`src/eeprom_pkg.sv`:
```
`default_nettype none

package eeprom_pkg;

    // Memory geometry of a 16 Kbit part.
    localparam int addr_w = 11;
    localparam int data_w = 8;
    localparam int mem_depth = 2048;

    // Device type code in the upper nibble of the control byte.
    localparam logic [3:0] dev_code = 4'b1010;

    // Protocol states of the slave.
    typedef enum logic [2:0] {
        idle,
        get_ctrl,
        get_addr,
        get_data,
        send_data,
        ignore
    } ctrl_state_t;

endpackage

`default_nettype wire

```
`src/byte_shifter.sv`:
```
`default_nettype none

module byte_shifter (
    input  logic                          sda,
    input  logic                          rst,
    input  logic                          scl_rise,
    input  logic                          scl_fall,
    input  logic                          start_det,
    input  logic                          dat_s,
    input  logic                          do_ack,
    input  logic                          load_tx,
    input  logic                          tx_mode,
    input  logic [eeprom_pkg::data_w-1:0] tx_byte,
    output logic [eeprom_pkg::data_w-1:0] rx_byte,
    output logic                          byte_done,
    output logic                          ack_slot,
    output logic                          master_ack,
    output logic                          dat_oe
);

    import eeprom_pkg::*;

    // Number of scl rises seen in the current byte, 8 means the ninth slot is open.
    logic [3:0]        bit_cnt;
    logic [data_w-1:0] tx_sr;
    logic              ack_phase;

    assign ack_phase = (bit_cnt == 4'd8);

    // The fall that ends the eighth bit opens the acknowledge slot.
    assign ack_slot = scl_fall && ack_phase;

    // Only a low line that this device does not pull counts as the master's ack.
    assign master_ack = scl_rise && ack_phase && !dat_s && !dat_oe;

    always_ff @(posedge sda)
    begin
        if (rst)
        begin
            bit_cnt   <= 4'd0;
            byte_done <= 1'b0;
            dat_oe    <= 1'b0;
        end
        else
        begin
            byte_done <= 1'b0;
            if (start_det)
            begin
                bit_cnt <= 4'd0;
                dat_oe  <= 1'b0;
            end
            else
            begin
                if (scl_rise)
                begin
                    if (ack_phase)
                    begin
                        bit_cnt <= 4'd0;
                    end
                    else
                    begin
                        bit_cnt   <= bit_cnt + 4'd1;
                        byte_done <= (bit_cnt == 4'd7);
                    end
                end
                // A pulled line is a zero bit, hence the inversion.
                if (scl_fall)
                begin
                    if (ack_phase)
                        dat_oe <= do_ack;
                    else
                        dat_oe <= tx_mode & ~tx_sr[data_w-1];
                end
            end
        end
    end

    // Data bits arrive MSB first.
    always_ff @(posedge sda)
    begin
        if (scl_rise && !ack_phase)
            rx_byte <= {rx_byte[data_w-2:0], dat_s};
    end

    always_ff @(posedge sda)
    begin
        if (load_tx)
            tx_sr <= tx_byte;
        else if (scl_fall && !ack_phase && tx_mode)
            tx_sr <= {tx_sr[data_w-2:0], 1'b0};
    end

endmodule

`default_nettype wire

```
`config.mk`:
```
export PLATFORM = sky130hd
export DESIGN_NAME = byte_shifter
export DESIGN_NICKNAME = d
export VERILOG_FILES = /design/src/eeprom_pkg.sv /design/src/byte_shifter.sv
export SDC_FILE = /design/constraint.sdc
export NUM_CORES = 1
export LEC_CHECK = 0
export BUFFER_PORTS_ARGS = -buffer_cell sky130_fd_sc_hd__buf_2
export CORE_AREA = 2 2 49 51
export CTS_BUF_LIST = sky130_fd_sc_hd__clkbuf_4 sky130_fd_sc_hd__clkbuf_8
export CTS_CLUSTER_DIAMETER = 150
export DETAILED_ROUTE_END_ITERATION = 7
export DIE_AREA = 0 0 51 53
export GPL_ROUTABILITY_DRIVEN = 0
export MAX_ROUTING_LAYER = met4
export PLACE_DENSITY = 0.66
export SETUP_SLACK_MARGIN = 0.3
export SYNTH_ARGS = -nofsm -noshare
export SYNTH_HDL_FRONTEND = slang
export SYNTH_SLANG_ARGS = --single-unit
```
`constraint.sdc`:
```
create_clock -name sda -period 2.2 [get_ports sda]
set_clock_uncertainty 0.2 [all_clocks]
set_input_delay 0.33 -clock sda [delete_from_list [all_inputs] [get_ports sda]]
set_output_delay 0.33 -clock sda [all_outputs]
set_load 0.02 [all_outputs]
```
==> impl_metrics.toml <==
[timing]
rsz0062_at_grt = "yes"
period_needed_ns = 1.871
finalHoldViolCount = 0
fin_crit_sh_pct = 85.05
setup_viol = 0
setup_ws_ns = 0.3288
clock.fmax_mhz = 534.4
final.setup.tns_ns = 0
relSlewSlack_pct = 84.74
tightest_slew_ns = 0.2257
drv_slew = 0

[route]
vias = 618
routed_wl_um = 1607
remaining_drc_errors = 0
wl_per_cell_um = 12.75
final_antenna_net_count = 0
drtPass1Iterations = 4
vias_per_cell = 4.905
initialDrtViolationCount = 12

[place]
hpwl_um = 1101
io_buffers = 28
pre_cts_ws_ns = 0.4992

[floorplanning]
die_w_um = 51
fp.dieH_um = 53
core_mm2 = 0.002148
die-area_mm2 = 0.002703
start_util_pct = 42.52
ios = 29
num_rows = 17

[logic_synthesis]
syn_avg_cell_area_um2 = 14.50
ys.flop_type = "edfxtp_1"
yosys_warnings = 0
synth_top_area_share_pct = 52.60
synth_common_cells = "edfxtp_1 (16), mux2_2 (7), dfxtp_1 (6), nand2_1 (4)"
synth.distinct_cells = 25
synth_most_common_cell = "edfxtp_1"
yosys-top-cells-area = "edfxtp_1 (53%), dfxtp_1 (13%), mux2_2 (8.6%)"
syn_nets = 82
ys_ff_latch = 22
synthArstFlopShare_pct = 0
synth_top_cell_by_area = "edfxtp_1"
syn-cell-area_um2 = 913.4
seq_area_frac_synth_pct = 65.75
syn_inst = 63
synth_enable_flop_cells = 16

[grt]
grt_pass1_wl_um = 2677
antenna_found_initial = 0
overflow = 0
grt_max_degree = 14
grt_pass1_vias = 612
grtUsageTotal_pct = 13.96

[critical_path]
worstSetupPathType = "flop to primary output"
cp.arrival_ns = 1.34
cp-start-kind = "flop"
required_ns = 1.67
endpoint_kind = "primary output"
cp_max_fo = 2

[min_path]
min_path_type = "primary input to flop"

[run]
drv_cap = 0

[layout]
drive_gt1_share_pct = 57.14
diodes = 0
fillerInstances = 181
area_growth_pct = 31.78
final_nets = 118

[clocking]
clk_latency_ns = 0.30
cts_sinks = 22
clock-root-buffer = "clkbuf_4"
cts_tree = "done"
cts_made_buffers = 3
cts.path.max_buffers = 2
htreeDepth = 1
path_clk_slew_ns = 0.12

[power]
irDropWorstVdd_mv = 0.3684
power_density_mw_per_mm2 = 711.2
power.leakage_nw = 0.4868

[status]
status = "finished, final reports clean"
worst max-delay path: stages, from the launching register on:
cell and delay [ns]:
dfxtp_2 0.34, inv_2 0.07, ha_4 0.14, nand3b_4 0.08
nor4b_2 0.20, buf_2 0.20
placed cells by master (no fill, tap or decap), drive strengths merged:
| cell | netlist | routed |
|---|---|---|
| a21boi | 1 | 1 |
| a21oi | 4 | 4 |
| a2bb2oi | 1 | 1 |
| a31o | 1 | 1 |
| and2 | 2 | 2 |
| and4b | 1 | 1 |
| buf | 2 | 33 |
| bufinv | 0 | 1 |
| clkbuf | 0 | 3 |
| dfxtp | 6 | 6 |
| edfxtp | 16 | 16 |
| ha | 2 | 2 |
| inv | 3 | 3 |
| mux2 | 7 | 7 |
| mux2i | 1 | 1 |
| nand2 | 4 | 4 |
| nand2b | 1 | 1 |
| nand3 | 1 | 1 |
| nand3b | 1 | 1 |
| nand4b | 1 | 1 |
| nor2 | 2 | 2 |
| nor4b | 2 | 2 |
| o21ai | 2 | 2 |
| or2 | 1 | 1 |
| or3b | 1 | 1 |
cell families (layout without fill, tap and decap cells):
group           after synthesis  after routing  share of synthesized area [%]
buf+inv                       5             40                          2.329
mux                           8              8                          9.727
simple gates                 17             17                          13.02
fa+ha+maj                     2              2                          2.739
flops                        22             22                          65.75
compound gates                9              9                          6.439
final cells by class:
class	instances	area, um^2	share of cell area, %
multi-input cells	36	317.8	26.40
well taps	28	35.03	2.911
clock buffers	3	22.52	1.871
repair buffers	33	183.9	15.28
clock inverters	1	30.03	2.495
inverters	3	11.26	0.9356
flip-flops and latches	22	603.1	50.10
repair_timing:
item	4_1_cts	5_1_grt
gates resized for setup	6	4
setup buffers	4	1
pin swaps	2	1
hold buffers	0	0
setup endpoints to repair	2	2
endpoints found under the hold margin	0	0
flip-flops by register name, indices dropped and copies added (netlist names):
signal / cells
bit_cnt: 4
byte_done: 1
dat_oe: 1
rx_byte: 8
tx_sr: 8
where the power goes:
| part | internal [mW] | switching (mW) |
|---|---|---|
| registers | 0.472 | 0.00749 |
| clock network | 0.184 | 0.115 |
| logic | 0.0372 | 0.0399 |
stage by stage:
stage	cell area [um^2]	hold slack [ns]	util (%)	cells	total power, mW
after global placement	1085	0.2289	50.50	117	0.5592
after floorplan	919.6	0.2289	-	63	0.5315
after detailed placement	1085	0.2328	50.50	117	0.5618
after CTS	1182	0.02707	55.04	125	0.8663
after global routing	1204	0.01565	56.03	126	0.8950
final	1204	0.04009	56.03	126	0.8560
worst paths after layout:
kind,from,to,slack [ns],cells past startpoint
worst max-delay path,bit_cnt[0],master_ack,0.33,5
worst min-delay path,dat_s,rx_byte[0],0.04,1
worst max register to register,bit_cnt[0],tx_sr[5],0.47,6
worst min register to register,rx_byte[0],rx_byte[1],0.26,0
layer usage:
metal / share of wire [%] / vias up / track usage [%]
li1: - / 301 / -
met1: 44 / 287 / 17.39
met2: 49 / 28 / 22.73
met3: 6.8 / 2 / 1.695
met4: 1.0 / 0 / 6.757
met5: 0 / - / -
(Power assumes the default switching activity.)
