===== src/eeprom_pkg.sv =====
`default_nettype none

package eeprom_pkg;

    // Memory geometry of a 16 Kbit part.
    localparam int addr_w = 11;
    localparam int data_w = 8;
    localparam int mem_depth = 2048;

    // Device type code in the upper nibble of the control byte.
    localparam logic [3:0] dev_code = 4'b1010;

    // Protocol states of the slave.
    typedef enum logic [2:0] {
        idle,
        get_ctrl,
        get_addr,
        get_data,
        send_data,
        ignore
    } ctrl_state_t;

endpackage

`default_nettype wire


===== src/eeprom_ctrl.sv =====
`default_nettype none

module eeprom_ctrl (
    input  logic                          sda,
    input  logic                          rst,
    input  logic                          start_det,
    input  logic                          stop_det,
    input  logic                          byte_done,
    input  logic                          ack_slot,
    input  logic                          master_ack,
    input  logic [eeprom_pkg::data_w-1:0] rx_byte,
    input  logic [eeprom_pkg::data_w-1:0] rd_data,
    output logic                          do_ack,
    output logic                          load_tx,
    output logic [eeprom_pkg::data_w-1:0] tx_byte,
    output logic                          tx_mode,
    output logic                          wr_en,
    output logic [eeprom_pkg::addr_w-1:0] wr_addr,
    output logic [eeprom_pkg::data_w-1:0] wr_data,
    output logic                          rd_en,
    output logic [eeprom_pkg::addr_w-1:0] rd_addr
);

    import eeprom_pkg::*;

    ctrl_state_t       state;
    logic [addr_w-1:0] addr;
    logic              rd_req;
    logic              dev_match;

    assign dev_match = (rx_byte[data_w-1:data_w-4] == dev_code);

    // The address register always points at the next byte to send.
    assign rd_addr = addr;

    // The array's registered output is ready when load_tx fires.
    assign tx_byte = rd_data;

    always_ff @(posedge sda)
    begin
        if (rst)
        begin
            state   <= idle;
            addr    <= '0;
            rd_req  <= 1'b0;
            do_ack  <= 1'b0;
            tx_mode <= 1'b0;
            wr_en   <= 1'b0;
            rd_en   <= 1'b0;
            load_tx <= 1'b0;
        end
        else
        begin
            wr_en   <= 1'b0;
            rd_en   <= 1'b0;
            load_tx <= rd_en;
            if (start_det)
            begin
                state   <= get_ctrl;
                do_ack  <= 1'b0;
                tx_mode <= 1'b0;
            end
            else if (stop_det)
            begin
                state   <= idle;
                do_ack  <= 1'b0;
                tx_mode <= 1'b0;
            end
            else
            begin
                case (state)
                    idle:
                    begin
                        // Waits for a start.
                    end
                    get_ctrl:
                    begin
                        if (byte_done)
                        begin
                            if (dev_match)
                            begin
                                do_ack                 <= 1'b1;
                                addr[addr_w-1:data_w]  <= rx_byte[3:1];
                                rd_req                 <= rx_byte[0];
                            end
                            else
                            begin
                                state <= ignore;
                            end
                        end
                        else if (ack_slot && do_ack)
                        begin
                            if (rd_req)
                            begin
                                // The first byte is fetched while the ack is on the line.
                                state   <= send_data;
                                do_ack  <= 1'b0;
                                tx_mode <= 1'b1;
                                rd_en   <= 1'b1;
                            end
                            else
                            begin
                                state <= get_addr;
                            end
                        end
                    end
                    get_addr:
                    begin
                        if (byte_done)
                        begin
                            addr[data_w-1:0] <= rx_byte;
                            state            <= get_data;
                        end
                    end
                    get_data:
                    begin
                        if (byte_done)
                        begin
                            wr_en <= 1'b1;
                            addr  <= addr + 1'b1;
                        end
                    end
                    send_data:
                    begin
                        // Line is released for the master's ack, which refills the shifter.
                        if (ack_slot)
                        begin
                            addr    <= addr + 1'b1;
                            tx_mode <= 1'b0;
                        end
                        else if (master_ack)
                        begin
                            rd_en   <= 1'b1;
                            tx_mode <= 1'b1;
                        end
                    end
                    ignore:
                    begin
                        // Foreign device code, stays silent until start or stop.
                    end
                    default:
                    begin
                        state <= idle;
                    end
                endcase
            end
        end
    end

    always_ff @(posedge sda)
    begin
        if (byte_done && state == get_data)
        begin
            wr_addr <= addr;
            wr_data <= rx_byte;
        end
    end

    // A byte and its acknowledge slot on the same cycle would lose the ack decision.
    assert property (@(posedge sda) disable iff (rst) !(byte_done && ack_slot))
        else $error("byte_done and ack_slot arrived in the same cycle");

endmodule

`default_nettype wire


===== config.mk =====
export PLATFORM = sky130hd
export DESIGN_NAME = eeprom_ctrl
export DESIGN_NICKNAME = d
export VERILOG_FILES = /design/src/eeprom_pkg.sv /design/src/eeprom_ctrl.sv
export SDC_FILE = /design/constraint.sdc
export NUM_CORES = 1
export LEC_CHECK = 0
export BUFFER_PORTS_ARGS = -buffer_cell sky130_fd_sc_hd__buf_2
export CORE_UTILIZATION = 49
export CTS_CLUSTER_DIAMETER = 200
export DETAILED_ROUTE_END_ITERATION = 8
export GPL_TIMING_DRIVEN = 0
export MAX_ROUTING_LAYER = met4
export PLACE_DENSITY = 0.74
export RECOVER_POWER = 25
export SLEW_MARGIN = 20
export SYNTH_ARGS = -nofsm -noshare
export SYNTH_HDL_FRONTEND = slang
export SYNTH_SLANG_ARGS = --single-unit

===== constraint.sdc =====
create_clock -name sda -period 2.84 [get_ports sda]
set_input_delay 0 -clock sda [delete_from_list [all_inputs] [get_ports sda]]
set_output_delay 0 -clock sda [all_outputs]
set_load 0.01 [all_outputs]

==> qor.txt <==
========================================================================================
Run status ................................................................ finished with violations
Violations in the final reports ...........................................  hold timing
Global-route usage over all layers ........................................        24.6%
Full die area .............................................................   4140 sq um
Setup_tns .................................................................         0 ns
Drt initial violations ....................................................          135
Worst setup timing slack at the placement stage ...........................     0.357 ns
Most frequent cells in the layout ......................................... 43 x buf_2, 20 x clkbuf_1, 20 x dfxtp_1, 19 x edfxtp_1, 15 x a21oi_1
Number of placement rows ..................................................           22
Fin nets ..................................................................          282
Die Y ..................................................................... 64.3 microns
Tightest hold margin ......................................................  -0.00156 ns
Maximum number of pins on one net before global-route repair ..............           23
Filler Cell Count .........................................................          339
Share of total power in the clock network .................................        36.5%
Number of sinks driven by the clock tree ..................................           39
Category of the critical setup timing path ................................ flip-flop to flip-flop
Initial core utilization ..................................................        51.6%
Register cell area after layout ...........................................    971 sq um
WP data arrival ...........................................................      2.64 ns
Worst hold path type ...................................................... primary input to flip-flop
Grt ovf ...................................................................            0
Routability congestion estimate ...........................................        0.914
Floorplan Core Area .......................................................   3690 sq um
Number of top-level design ports ..........................................           66
Total number of vias ......................................................        1,777
Number of enable flip-flop cells after synthesis ..........................           19
Most common cell after layout, fill and taps aside ........................        buf_2
Power Dens Cells ..........................................................  432 nW/um^2
Maximum operating frequency ...............................................    0.402 GHz
Switching part of the total ...............................................        21.7%
Synthesis-stage register bit count ........................................           39
Post-synthesis sequential area ratio ......................................        51.0%
Syn_area_per_cell .........................................................   10.3 sq um
Area of combinational cells with multiple inputs ..........................    798 sq um
Pre-Repair DR Iteration Count .............................................            4
Hold Buf Count CTS ........................................................           10
Clk pin slew, worst setup/hold paths ......................................      0.07 ns
Net count of the mapped netlist ...........................................          208
Sort of element at the end of the critical path ...........................    flip-flop
Area added between synthesis and finish ...................................        27.1%
Clock buffers created by TritonCTS ........................................            5
HPWL after DPL ............................................................      3.18 mm
Hold violation count in the final report ..................................            1
Maximum vdd drop ..........................................................   0.000249 V
Clock tree from TritonCTS .................................................        built
Cell count after synthesis ................................................          184
Gate power share ..........................................................         7.2%
Largest fanout on the critical path .......................................           22
Crit path time final ......................................................      2.49 ns
Unique masters post-synth .................................................           50
Share of flip-flops with an asynchronous set or reset .....................           0%
Antenna violations before repair ..........................................            0
Count of antenna diodes in the layout .....................................            0
Port bufs .................................................................           57
Portion of the clock cycle consumed by the worst path in the final layout .        87.7%
Vias in the first global route ............................................        1,612
Total internal power ......................................................   0.000817 W
X dimension of the die .................................................... 64.3 microns
Count of nets left with antenna violations after detail routing ...........            0
Category of the worst setup path launch point .............................    flip-flop
Maximum clock path buffer count ...........................................            2
Number of warning messages in the yosys log ...............................            0
Sw Pwr ....................................................................   0.000227 W
Relative slew slack .......................................................        35.1%
# Max-Cap Violations ......................................................            0
Post-CTS setup buffer count ...............................................            0
Final setup vio count .....................................................            0
Clk root buf ..............................................................     clkbuf_8
Average detailed-routed wire length per instance .......................... 14.7 microns
Wire length of the first global-routing pass ..............................      7.53 mm
Worst setup margin ........................................................     0.350 ns
DRC violation count after routing .........................................            0
Post-detailed-routing wire length .........................................      4.52 mm
Netlist Area Pre-Place ....................................................   1900 sq um
Critical path required time ...............................................      2.99 ns
Fraction of power consumed by sequential logic ............................        56.4%
Vias per cell .............................................................         5.79
RSZ-0062 raised after global routing ......................................        false
Leakage power summed over all cells .......................................     0.929 nW
Count of pins over their slew limit .......................................            0
Number of gates resized after cts .........................................            0
Setup skew after layout ...................................................   0.00687 ns
Slew @ Worst Pin ..........................................................     0.972 ns
Clock H-tree levels .......................................................            2
Share of final-layout standard cells stronger than drive strength 1 .......        24.3%
Clk_lat worst skew ........................................................      0.29 ns
Most instantiated flip-flop cell in the synthesis netlist .................      dfxtp_1
========================================================================================
[critical path: stages, from the launching register on]
cell       delay [ns]
dfxtp_1          0.40
clkbuf_1         0.32
and4b_1          0.90
a211oi_1         0.17
a2111oi_0        0.46
nor4_1           0.09
[cells by family after synthesis]
group                      after synthesis  share of synthesized area, %
and+or+nand+nor                         65                          20.1
AOI/OAI and AO/OA                       55                          19.6
DFF                                     39                          51.0
buffers and inverters                   21                          7.03
muxes                                    3                          1.64
adders and majority gates                1                         0.657
[per-layer routing]
layer  part of all wire (%)  track usage (%)  up-vias
met4                    1.6             8.89        0
met1                     42             29.9      830
met2                     50             39.6       82
met5                      0                -        -
li1                       -                -      856
met3                    6.5             5.71        9
[through the flow]
stage	hold slack (ns)	instance area (sq um)	util (%)	total power [W]	cells
after detailed placement	0.185	2250	61.0	0.000667	289
after global routing	0.0263	2420	65.6	0.00107	307
after global placement	0.185	2250	61.0	0.000666	289
after CTS	0.00169	2440	66.1	0.00104	307
after floorplan	0.0918	1900	-	0.000639	184
final	-0.00156	2420	65.6	0.00104	307
[layout make-up]
| cell class | count | share of cell area, % |
|---|---|---|
| flip-flops and latches | 39 | 40.1 |
| plain buffers | 16 | 4.76 |
| clock inverters | 1 | 0.155 |
| inverters | 5 | 0.776 |
| repair buffers | 67 | 15.1 |
| multi-input cells | 124 | 33.0 |
| clock buffers | 7 | 3.57 |
| well taps | 48 | 2.48 |
[worst paths after layout]
check / slack [ns] / to / cells after the start / start
worst max register to register: 0.35 / rd_addr[8] / 5 / state[0]
worst max-delay path: 0.35 / rd_addr[8] / 5 / state[0]
worst min register to register: 0.46 / tx_mode / 2 / tx_mode
worst min-delay path: -0.002 / state[0] / 3 / stop_det
[cell usage after synthesis (3+ instances only)]
library cell  instances  area, sq um
buf_4                 8         60.1
nand4_1               4         25.0
edfxtp_1             19          571
and3_1                3         18.8
a2111oi_0             3         26.3
nand2_1              11         41.3
a21oi_1              15         75.1
or3_1                 3         18.8
o21ai_0               8         40.0
nand3_1              10         50.1
inv_1                 5         18.8
a211o_1               4         35.0
dfxtp_1              20          400
buf_6                 3         33.8
nor2b_1               5         31.3
clkbuf_1              3         11.3
nor2_1                9         33.8
a211oi_1              6         45.0
[state kept, by name, summed over array words and instances (netlist names)]
| name | count |
|---|---|
| do_ack | 1 |
| load_tx | 1 |
| rd_addr | 11 |
| rd_en | 1 |
| rd_req | 1 |
| state | 3 |
| tx_mode | 1 |
| wr_addr | 11 |
| wr_data | 8 |
| wr_en | 1 |
[power by group through the flow]
stage / clock network (W) / registers [W] / logic, W
5_1_grt: 0.000405 / 0.000588 / 0.0000811
3_5_place_dp: 0 / 0.000601 / 0.0000661
4_1_cts: 0.000380 / 0.000588 / 0.0000767
2_1_floorplan: 0 / 0.000601 / 0.0000380
6_report: 0.000381 / 0.000588 / 0.0000749
3_3_place_gp: 0 / 0.000601 / 0.0000652
(Power assumes the default switching activity.)
