## config.mk

```make
export PLATFORM = sky130hd
export DESIGN_NAME = bus_sync
export DESIGN_NICKNAME = d
export VERILOG_FILES = /design/src/bus_sync.sv
export SDC_FILE = /design/constraint.sdc
export NUM_CORES = 1
export LEC_CHECK = 0
export BUFFER_PORTS_ARGS = -buffer_cell sky130_fd_sc_hd__buf_2
export CAP_MARGIN = 10
export CORE_AREA = 2 2 39 41
export DETAILED_ROUTE_END_ITERATION = 8
export DIE_AREA = 0 0 41 43
export HOLD_SLACK_MARGIN = 0.06
export PLACE_DENSITY_LB_ADDON = 0.15
export SKIP_CTS_REPAIR_TIMING = 1
export SLEW_MARGIN = 0
export SYNTH_ARGS = -nofsm -noshare
export SYNTH_HDL_FRONTEND = slang
export SYNTH_SLANG_ARGS = --single-unit
```

## constraint.sdc

```tcl
create_clock -name sda -period 1 [get_ports sda]
set_clock_uncertainty 0.15 [all_clocks]
set_input_delay 0.15 -clock sda [delete_from_list [all_inputs] [get_ports sda]]
set_output_delay 0.15 -clock sda [all_outputs]
set_load 0.01 [all_outputs]
```

## src/bus_sync.sv

```systemverilog
`default_nettype none

module bus_sync #(
    parameter int SYNC_STAGES = 2
) (
    input  logic sda,
    input  logic rst,
    input  logic scl,
    input  logic dat,
    output logic scl_s,
    output logic dat_s,
    output logic start_det,
    output logic stop_det,
    output logic scl_rise,
    output logic scl_fall
);

    logic [SYNC_STAGES-1:0] scl_sync;
    logic [SYNC_STAGES-1:0] dat_sync;
    logic                   scl_d;
    logic                   dat_d;

    assign scl_s = scl_sync[SYNC_STAGES-1];
    assign dat_s = dat_sync[SYNC_STAGES-1];

    // Both lines idle high, so reset loads ones to avoid false edges.
    always_ff @(posedge sda)
    begin
        if (rst)
        begin
            scl_sync  <= '1;
            dat_sync  <= '1;
            scl_d     <= 1'b1;
            dat_d     <= 1'b1;
            start_det <= 1'b0;
            stop_det  <= 1'b0;
            scl_rise  <= 1'b0;
            scl_fall  <= 1'b0;
        end
        else
        begin
            scl_sync  <= {scl_sync[SYNC_STAGES-2:0], scl};
            dat_sync  <= {dat_sync[SYNC_STAGES-2:0], dat};
            scl_d     <= scl_s;
            dat_d     <= dat_s;
            scl_rise  <= scl_s & ~scl_d;
            scl_fall  <= ~scl_s & scl_d;
            // A data edge counts only with scl steady high on both samples.
            start_det <= scl_s & scl_d & dat_d & ~dat_s;
            stop_det  <= scl_s & scl_d & ~dat_d & dat_s;
        end
    end

    // The master holds each scl level for at least SYNC_STAGES + 3 cycles.
    assert property (@(posedge sda) disable iff (rst)
        scl_fall |-> $past(scl_s, SYNC_STAGES + 4))
        else $error("scl high phase shorter than the synchronizer allows");

    assert property (@(posedge sda) disable iff (rst)
        scl_rise |-> !$past(scl_s, SYNC_STAGES + 4))
        else $error("scl low phase shorter than the synchronizer allows");

endmodule

`default_nettype wire

```

==> results.py, run 1 <==
metrics = {
    "floorplan": {
        "die_width_um": 41,
        "coreArea_mm2": 0.00138,
        "initial_core_util": 0.217,
        "dieArea_mm2": 0.00176,
        "ios": 10,
        "rows": 14,
        "die_h_um": 43,
    },
    "clock_tree": {
        "clockBufferDepth": 2,
        "cts_made_buffers": 3,
        "cts.sinks": 10,
        "clock_latency_ps": 250,
        "path_clk_slew_ps": 60,
        "tritoncts": "yes",
        "cts_root_buf": "clkbuf_4",
        "h-tree-depth": 1,
    },
    "pwr": {
        "power_uw": 723,
        "power.internal_uw": 579,
        "pwr-share-clk": 0.357,
        "peakVddDrop_v": 0.000625,
        "p_switching_uw": 145,
        "p_comb_frac": 0.068,
        "power_density_mw_per_mm2": 1680,
        "sequentialPowerShare": 0.576,
        "p_sw_frac": 0.200,
        "leakage_nw": 0.196,
    },
    "worst_setup_path": {
        "worst_path_max_delay_cell": "dfxtp_4",
        "path_class": "reg2out",
        "end_kind": "output port",
        "r2r_start": "scl_sync[1]",
        "crit_path_max_incr_delay_ps": 350,
        "path_max_fanout": 4,
        "startpoint_type": "register",
        "r2r_cells": 3,
        "path_cells": "buf_6",
        "rrSetupSlack_ps": 70,
        "crit_family": "flip-flops",
        "cp_data_arrival_time_ps": 710,
        "rr_endpoint": "start_det",
        "worstPathRequired_ps": 700,
        "path_buf_inv": 1,
    },
    "yosys": {
        "synth_top_cell_area_share": 0.667,
        "ys_types": 8,
        "avgSynthCellArea_um2": 13.6,
        "synth_nets": 26,
        "synth_mux_area_frac": 0,
        "synth-compound-area-share": 0,
        "syn_inst": 22,
        "synth_area_leaders": "dfxtp_1 (67%), nor3b_2 (8.3%), or2_1 (8.3%)",
        "synthAdderAreaFrac": 0,
        "synth_top_area_cell": "dfxtp_1",
        "synth.cell_area_um2": 300,
        "ys_ff_latch": 10,
        "yosysWarnings": 0,
        "synth_simple_gate_area_frac": 0.321,
        "ys_seq_area_frac": 0.667,
        "synth_top_family_by_area": "simple AND/OR/NAND/NOR gates",
        "synth-xor-area-share": 0,
    },
    "timing": {
        "timing.final.hold_violations": 1,
        "fin_crit_sh": 1.01,
        "fin_tns_setup_ps": -14.4,
        "setup_viol": 1,
        "slew_headroom": 0.892,
        "whs_ps": -70.9,
        "period_needed_ps": 1010,
        "rsz0062_at_grt": "true",
        "worst_pin_slew_ps": 162,
        "fmax_mhz": 986,
        "worst_slack_ps": -14.4,
        "drv_slew": 0,
    },
    "place": {
        "io_buffers": 9,
        "place.detailed.hpwl_um": 340,
        "place_ws_ps": 116,
        "place_area_um2": 365,
        "finalWeightedCongestion": 0.556,
    },
    "global_routing": {
        "grtUsageTotal": 0.0685,
        "grt_pass1_vias": 175,
        "grt_overflow": 0,
        "grt_max_degree": 9,
        "grt_pass1_wl_um": 724,
        "antenna_found_initial": 0,
    },
    "route": {
        "viasPerCell": 3.68,
        "num_vias": 195,
        "first_pass_iters": 2,
        "avgRoutedWirePerCell_um": 8.85,
        "drc": 0,
        "drt-total-wl_um": 469,
        "ant_nets": 0,
        "drtIter0Drc": 1,
    },
    "worst_hold_path": {
        "hold_depth": 2,
        "min_to": "dat_sync[0]",
        "hold_start": "dat",
        "hp-class": "in2reg",
    },
    "layout": {
        "mostFrequentLayoutCell": "dfxtp_1",
        "area_growth_pct": 43.3,
        "layout_common_cells": "dfxtp_1 (8), buf_2 (7), or2_1 (4)",
        "fin_nets": 43,
        "drive_gt1_frac": 0.595,
        "num_antenna_cells": 0,
        "final_area_um2": 430,
    },
    "job": {
        "maxCapViolations": 0,
    },
    "outcome": {
        "violations": "hold timing, setup timing",
        "outcome": "finished, violations left",
    },
}
-- cell type report --
class / instances / area [um^2]
fillers: 147 / 953
clock buffers: 3 / 22.5
multi-input cells: 11 / 96.3
inverters: 1 / 3.75
repair buffers: 12 / 82.6
well taps: 16 / 20.0
flip-flops and latches: 10 / 205
-- stage by stage --
step	cells	utilization
final	53	0.311
after global routing	53	0.311
after CTS	50	0.280
after detailed placement	47	0.264
after global placement	47	0.264
after floorplan	22	-
-- sequential cells by signal (all words and copies together) (netlist names) --
register and cells:
scl_fall 1, dat_sync 2, scl_d 1, dat_d 1, scl_rise 1, stop_det 1
start_det 1, scl_sync 2
-- cells in the mapped netlist, drive strengths merged --
| library cell | n |
|---|---|
| nor3b | 3 |
| dfxtp | 10 |
| nor2 | 1 |
| or2 | 6 |
| nand3b | 1 |
| inv | 1 |
-- routing by layer --
layer  global-route usage  up-vias  routed length (um)
met3               0.0471        0                  46
met5                    0        -                   0
li1                     -       99                   -
met2               0.0813        8                 223
met1               0.0782       88                 198
met4               0.0600        0                   0
-- worst max-delay path by stage --
stage | startpoint | end | slack, ps | depth (start not counted)
floorplan | dat_sync[1] | dat_d | 100 | 1
global placement | dat_sync[1] | dat_d | 140 | 1
detailed placement | scl_sync[1] | start_det | 120 | 2
CTS | scl_sync[1] | scl_s | -130 | 1
global route | scl_sync[1] | scl_s | -50 | 1
finish | scl_sync[1] | scl_s | -10 | 1
-- power by group through the flow --
| stage | combinational [mW] | sequential (mW) | clock, mW |
|---|---|---|---|
| detailed placement | 0.0374 | 0.427 | 0 |
| global route | 0.0543 | 0.417 | 0.301 |
| CTS | 0.0375 | 0.418 | 0.269 |
| floorplan | 0.0170 | 0.430 | 0 |
| global placement | 0.0359 | 0.426 | 0 |
| finish | 0.0491 | 0.416 | 0.258 |
-- logic make-up after synthesis --
family        after synthesis
buf+inv                     1
flops                      10
simple gates               11
Note: power is estimated with default switching activity, not from simulation.
==> inputs of run 2 (changes only) <==
clock period = 1.2 ns   (was 1 ns; I/O delays follow)
==> results.py, run 2 (synthesis gave the netlist of run 1 again) <==
metrics = {
    "outcome": {
        "outcome": "complete, no violations",
    },
    "clock_tree": {
        "clockBufferDepth": 2,
        "path_clk_slew_ps": 60,
        "tritoncts": "yes",
        "cts.sinks": 10,
        "h-tree-depth": 1,
        "clock_latency_ps": 260,
        "cts_made_buffers": 3,
        "cts_root_buf": "clkbuf_4",
    },
    "worst_setup_path": {
        "crit_path_max_incr_delay_ps": 370,
        "crit_cells": 1,
        "rr_endpoint": "start_det",
        "r2r_start": "scl_d",
        "worstPathRequired_ps": 870,
        "path_cells": "buf_2",
        "setup.worst_path.end": "dat_s",
        "end_kind": "output port",
        "rrSetupSlack_ps": 310,
        "r2r_cells": 2,
        "startpoint_type": "register",
        "setup.worst_path.start": "dat_sync[1]",
        "path_buf_inv": 1,
        "crit_family": "flip-flops",
        "worst_path_max_delay_cell": "dfxtp_1",
        "path_max_fanout": 4,
        "cp_data_arrival_time_ps": 780,
        "path_class": "reg2out",
    },
    "route": {
        "drt-total-wl_um": 405,
        "drc": 0,
        "num_vias": 187,
        "avgRoutedWirePerCell_um": 7.64,
        "viasPerCell": 3.53,
        "ant_nets": 0,
        "drtIter0Drc": 1,
        "first_pass_iters": 2,
    },
    "floorplan": {
        "rows": 14,
        "initial_core_util": 0.217,
        "die_width_um": 41,
        "coreArea_mm2": 0.00138,
        "dieArea_mm2": 0.00176,
        "ios": 10,
        "die_h_um": 43,
    },
    "layout": {
        "fill_cells": 152,
        "num_antenna_cells": 0,
        "final_area_um2": 423,
        "reg.largest.list": "dat_sync: 2 flops, scl_sync: 2 flops",
        "layout_common_cells": "dfxtp_1 (9), buf_2 (9), or2_1 (4)",
        "drive_gt1_frac": 0.541,
        "fin_nets": 42,
        "area_growth_pct": 40.8,
        "utilization": 0.306,
    },
    "pwr": {
        "power_uw": 676,
        "p_switching_uw": 128,
        "p_sw_frac": 0.189,
        "leakage_nw": 0.192,
        "peakVddDrop_v": 0.000777,
        "sequentialPowerShare": 0.515,
        "pwr-share-clk": 0.434,
        "power.internal_uw": 548,
        "power_density_mw_per_mm2": 1600,
        "p_comb_frac": 0.051,
    },
    "global_routing": {
        "grt.met2_usage": 0.0719,
        "grtUsageMet1": 0.0619,
        "grt_pass1_vias": 161,
        "grtUsageTotal": 0.0635,
        "grt_overflow": 0,
        "grt_max_degree": 9,
        "gr-max-usage-layer": "met3",
        "grt_pass1_wl_um": 648,
        "antenna_found_initial": 0,
        "grtUsageMet3": 0.0942,
    },
    "place": {
        "place.detailed.hpwl_um": 289,
        "finalWeightedCongestion": 0.571,
        "io_buffers": 9,
        "place_area_um2": 365,
        "place_ws_ps": 307,
    },
    "timing": {
        "worst_slack_ps": 92.6,
        "fin_tns_setup_ps": 0,
        "period_needed_ps": 1110,
        "slew_headroom": 0.889,
        "drv_slew": 0,
        "rsz0062_at_grt": "false",
        "setup_viol": 0,
        "worst_pin_slew_ps": 166,
        "fin_crit_sh": 0.923,
        "fmax_mhz": 903,
        "timing.final.hold_violations": 0,
    },
    "worst_hold_path": {
        "hp-class": "in2reg",
    },
    "job": {
        "maxCapViolations": 0,
    },
}
## run 2: cell types whose count changed in the layout (fill, tap and decap cells not counted), sizes merged
cell	change
buf	-2
clkbuf	+1
dlygate4sd3	+1
## run 2: worst reg2reg max path: stages (launching register included)
cell,delay [ps]
dfxtp_1,400
nand3b_4,100
nor3b_2,170
## run 2: cell type report
class                           instances  area [um^2]  area share
Tap cell                               16         20.0      0.0473
Sequential cell                        10          201       0.476
Timing Repair Buffer                   11         65.1       0.154
Multi-Input combinational cell         11         96.3       0.228
Clock buffer                            4         36.3      0.0858
Inverter                                1         3.75     0.00888
## run 2: power groups by stage
stage	sequential, mW	combinational [mW]	clock, mW
final	0.349	0.0342	0.293
after global routing	0.350	0.0384	0.326
after CTS	0.349	0.0303	0.309
after detailed placement	0.356	0.0304	0
after global placement	0.356	0.0297	0
after floorplan	0.358	0.0141	0
## run 2: metrics by stage
step	cells	hold slack (ps)
floorplan	22	106
finish	53	7.89
global route	53	19.3
global placement	47	210
detailed placement	47	214
CTS	51	-64.5
## run 2: worst min path at each step
stage	start	end	slack (ps)	cells after the start
after floorplan	rst	scl_rise	110	1
after global placement	scl	scl_sync[0]	210	2
after detailed placement	scl	scl_sync[0]	210	2
after CTS	scl	scl_sync[0]	-60	2
after global routing	rst	scl_rise	20	2
final	rst	scl_rise	8	2
## run 2: metal layers
metal | share of wire | wire, um
met5 | 0 | 0
met4 | 0 | 0
met3 | 0.17 | 68
met2 | 0.44 | 178
met1 | 0.39 | 157
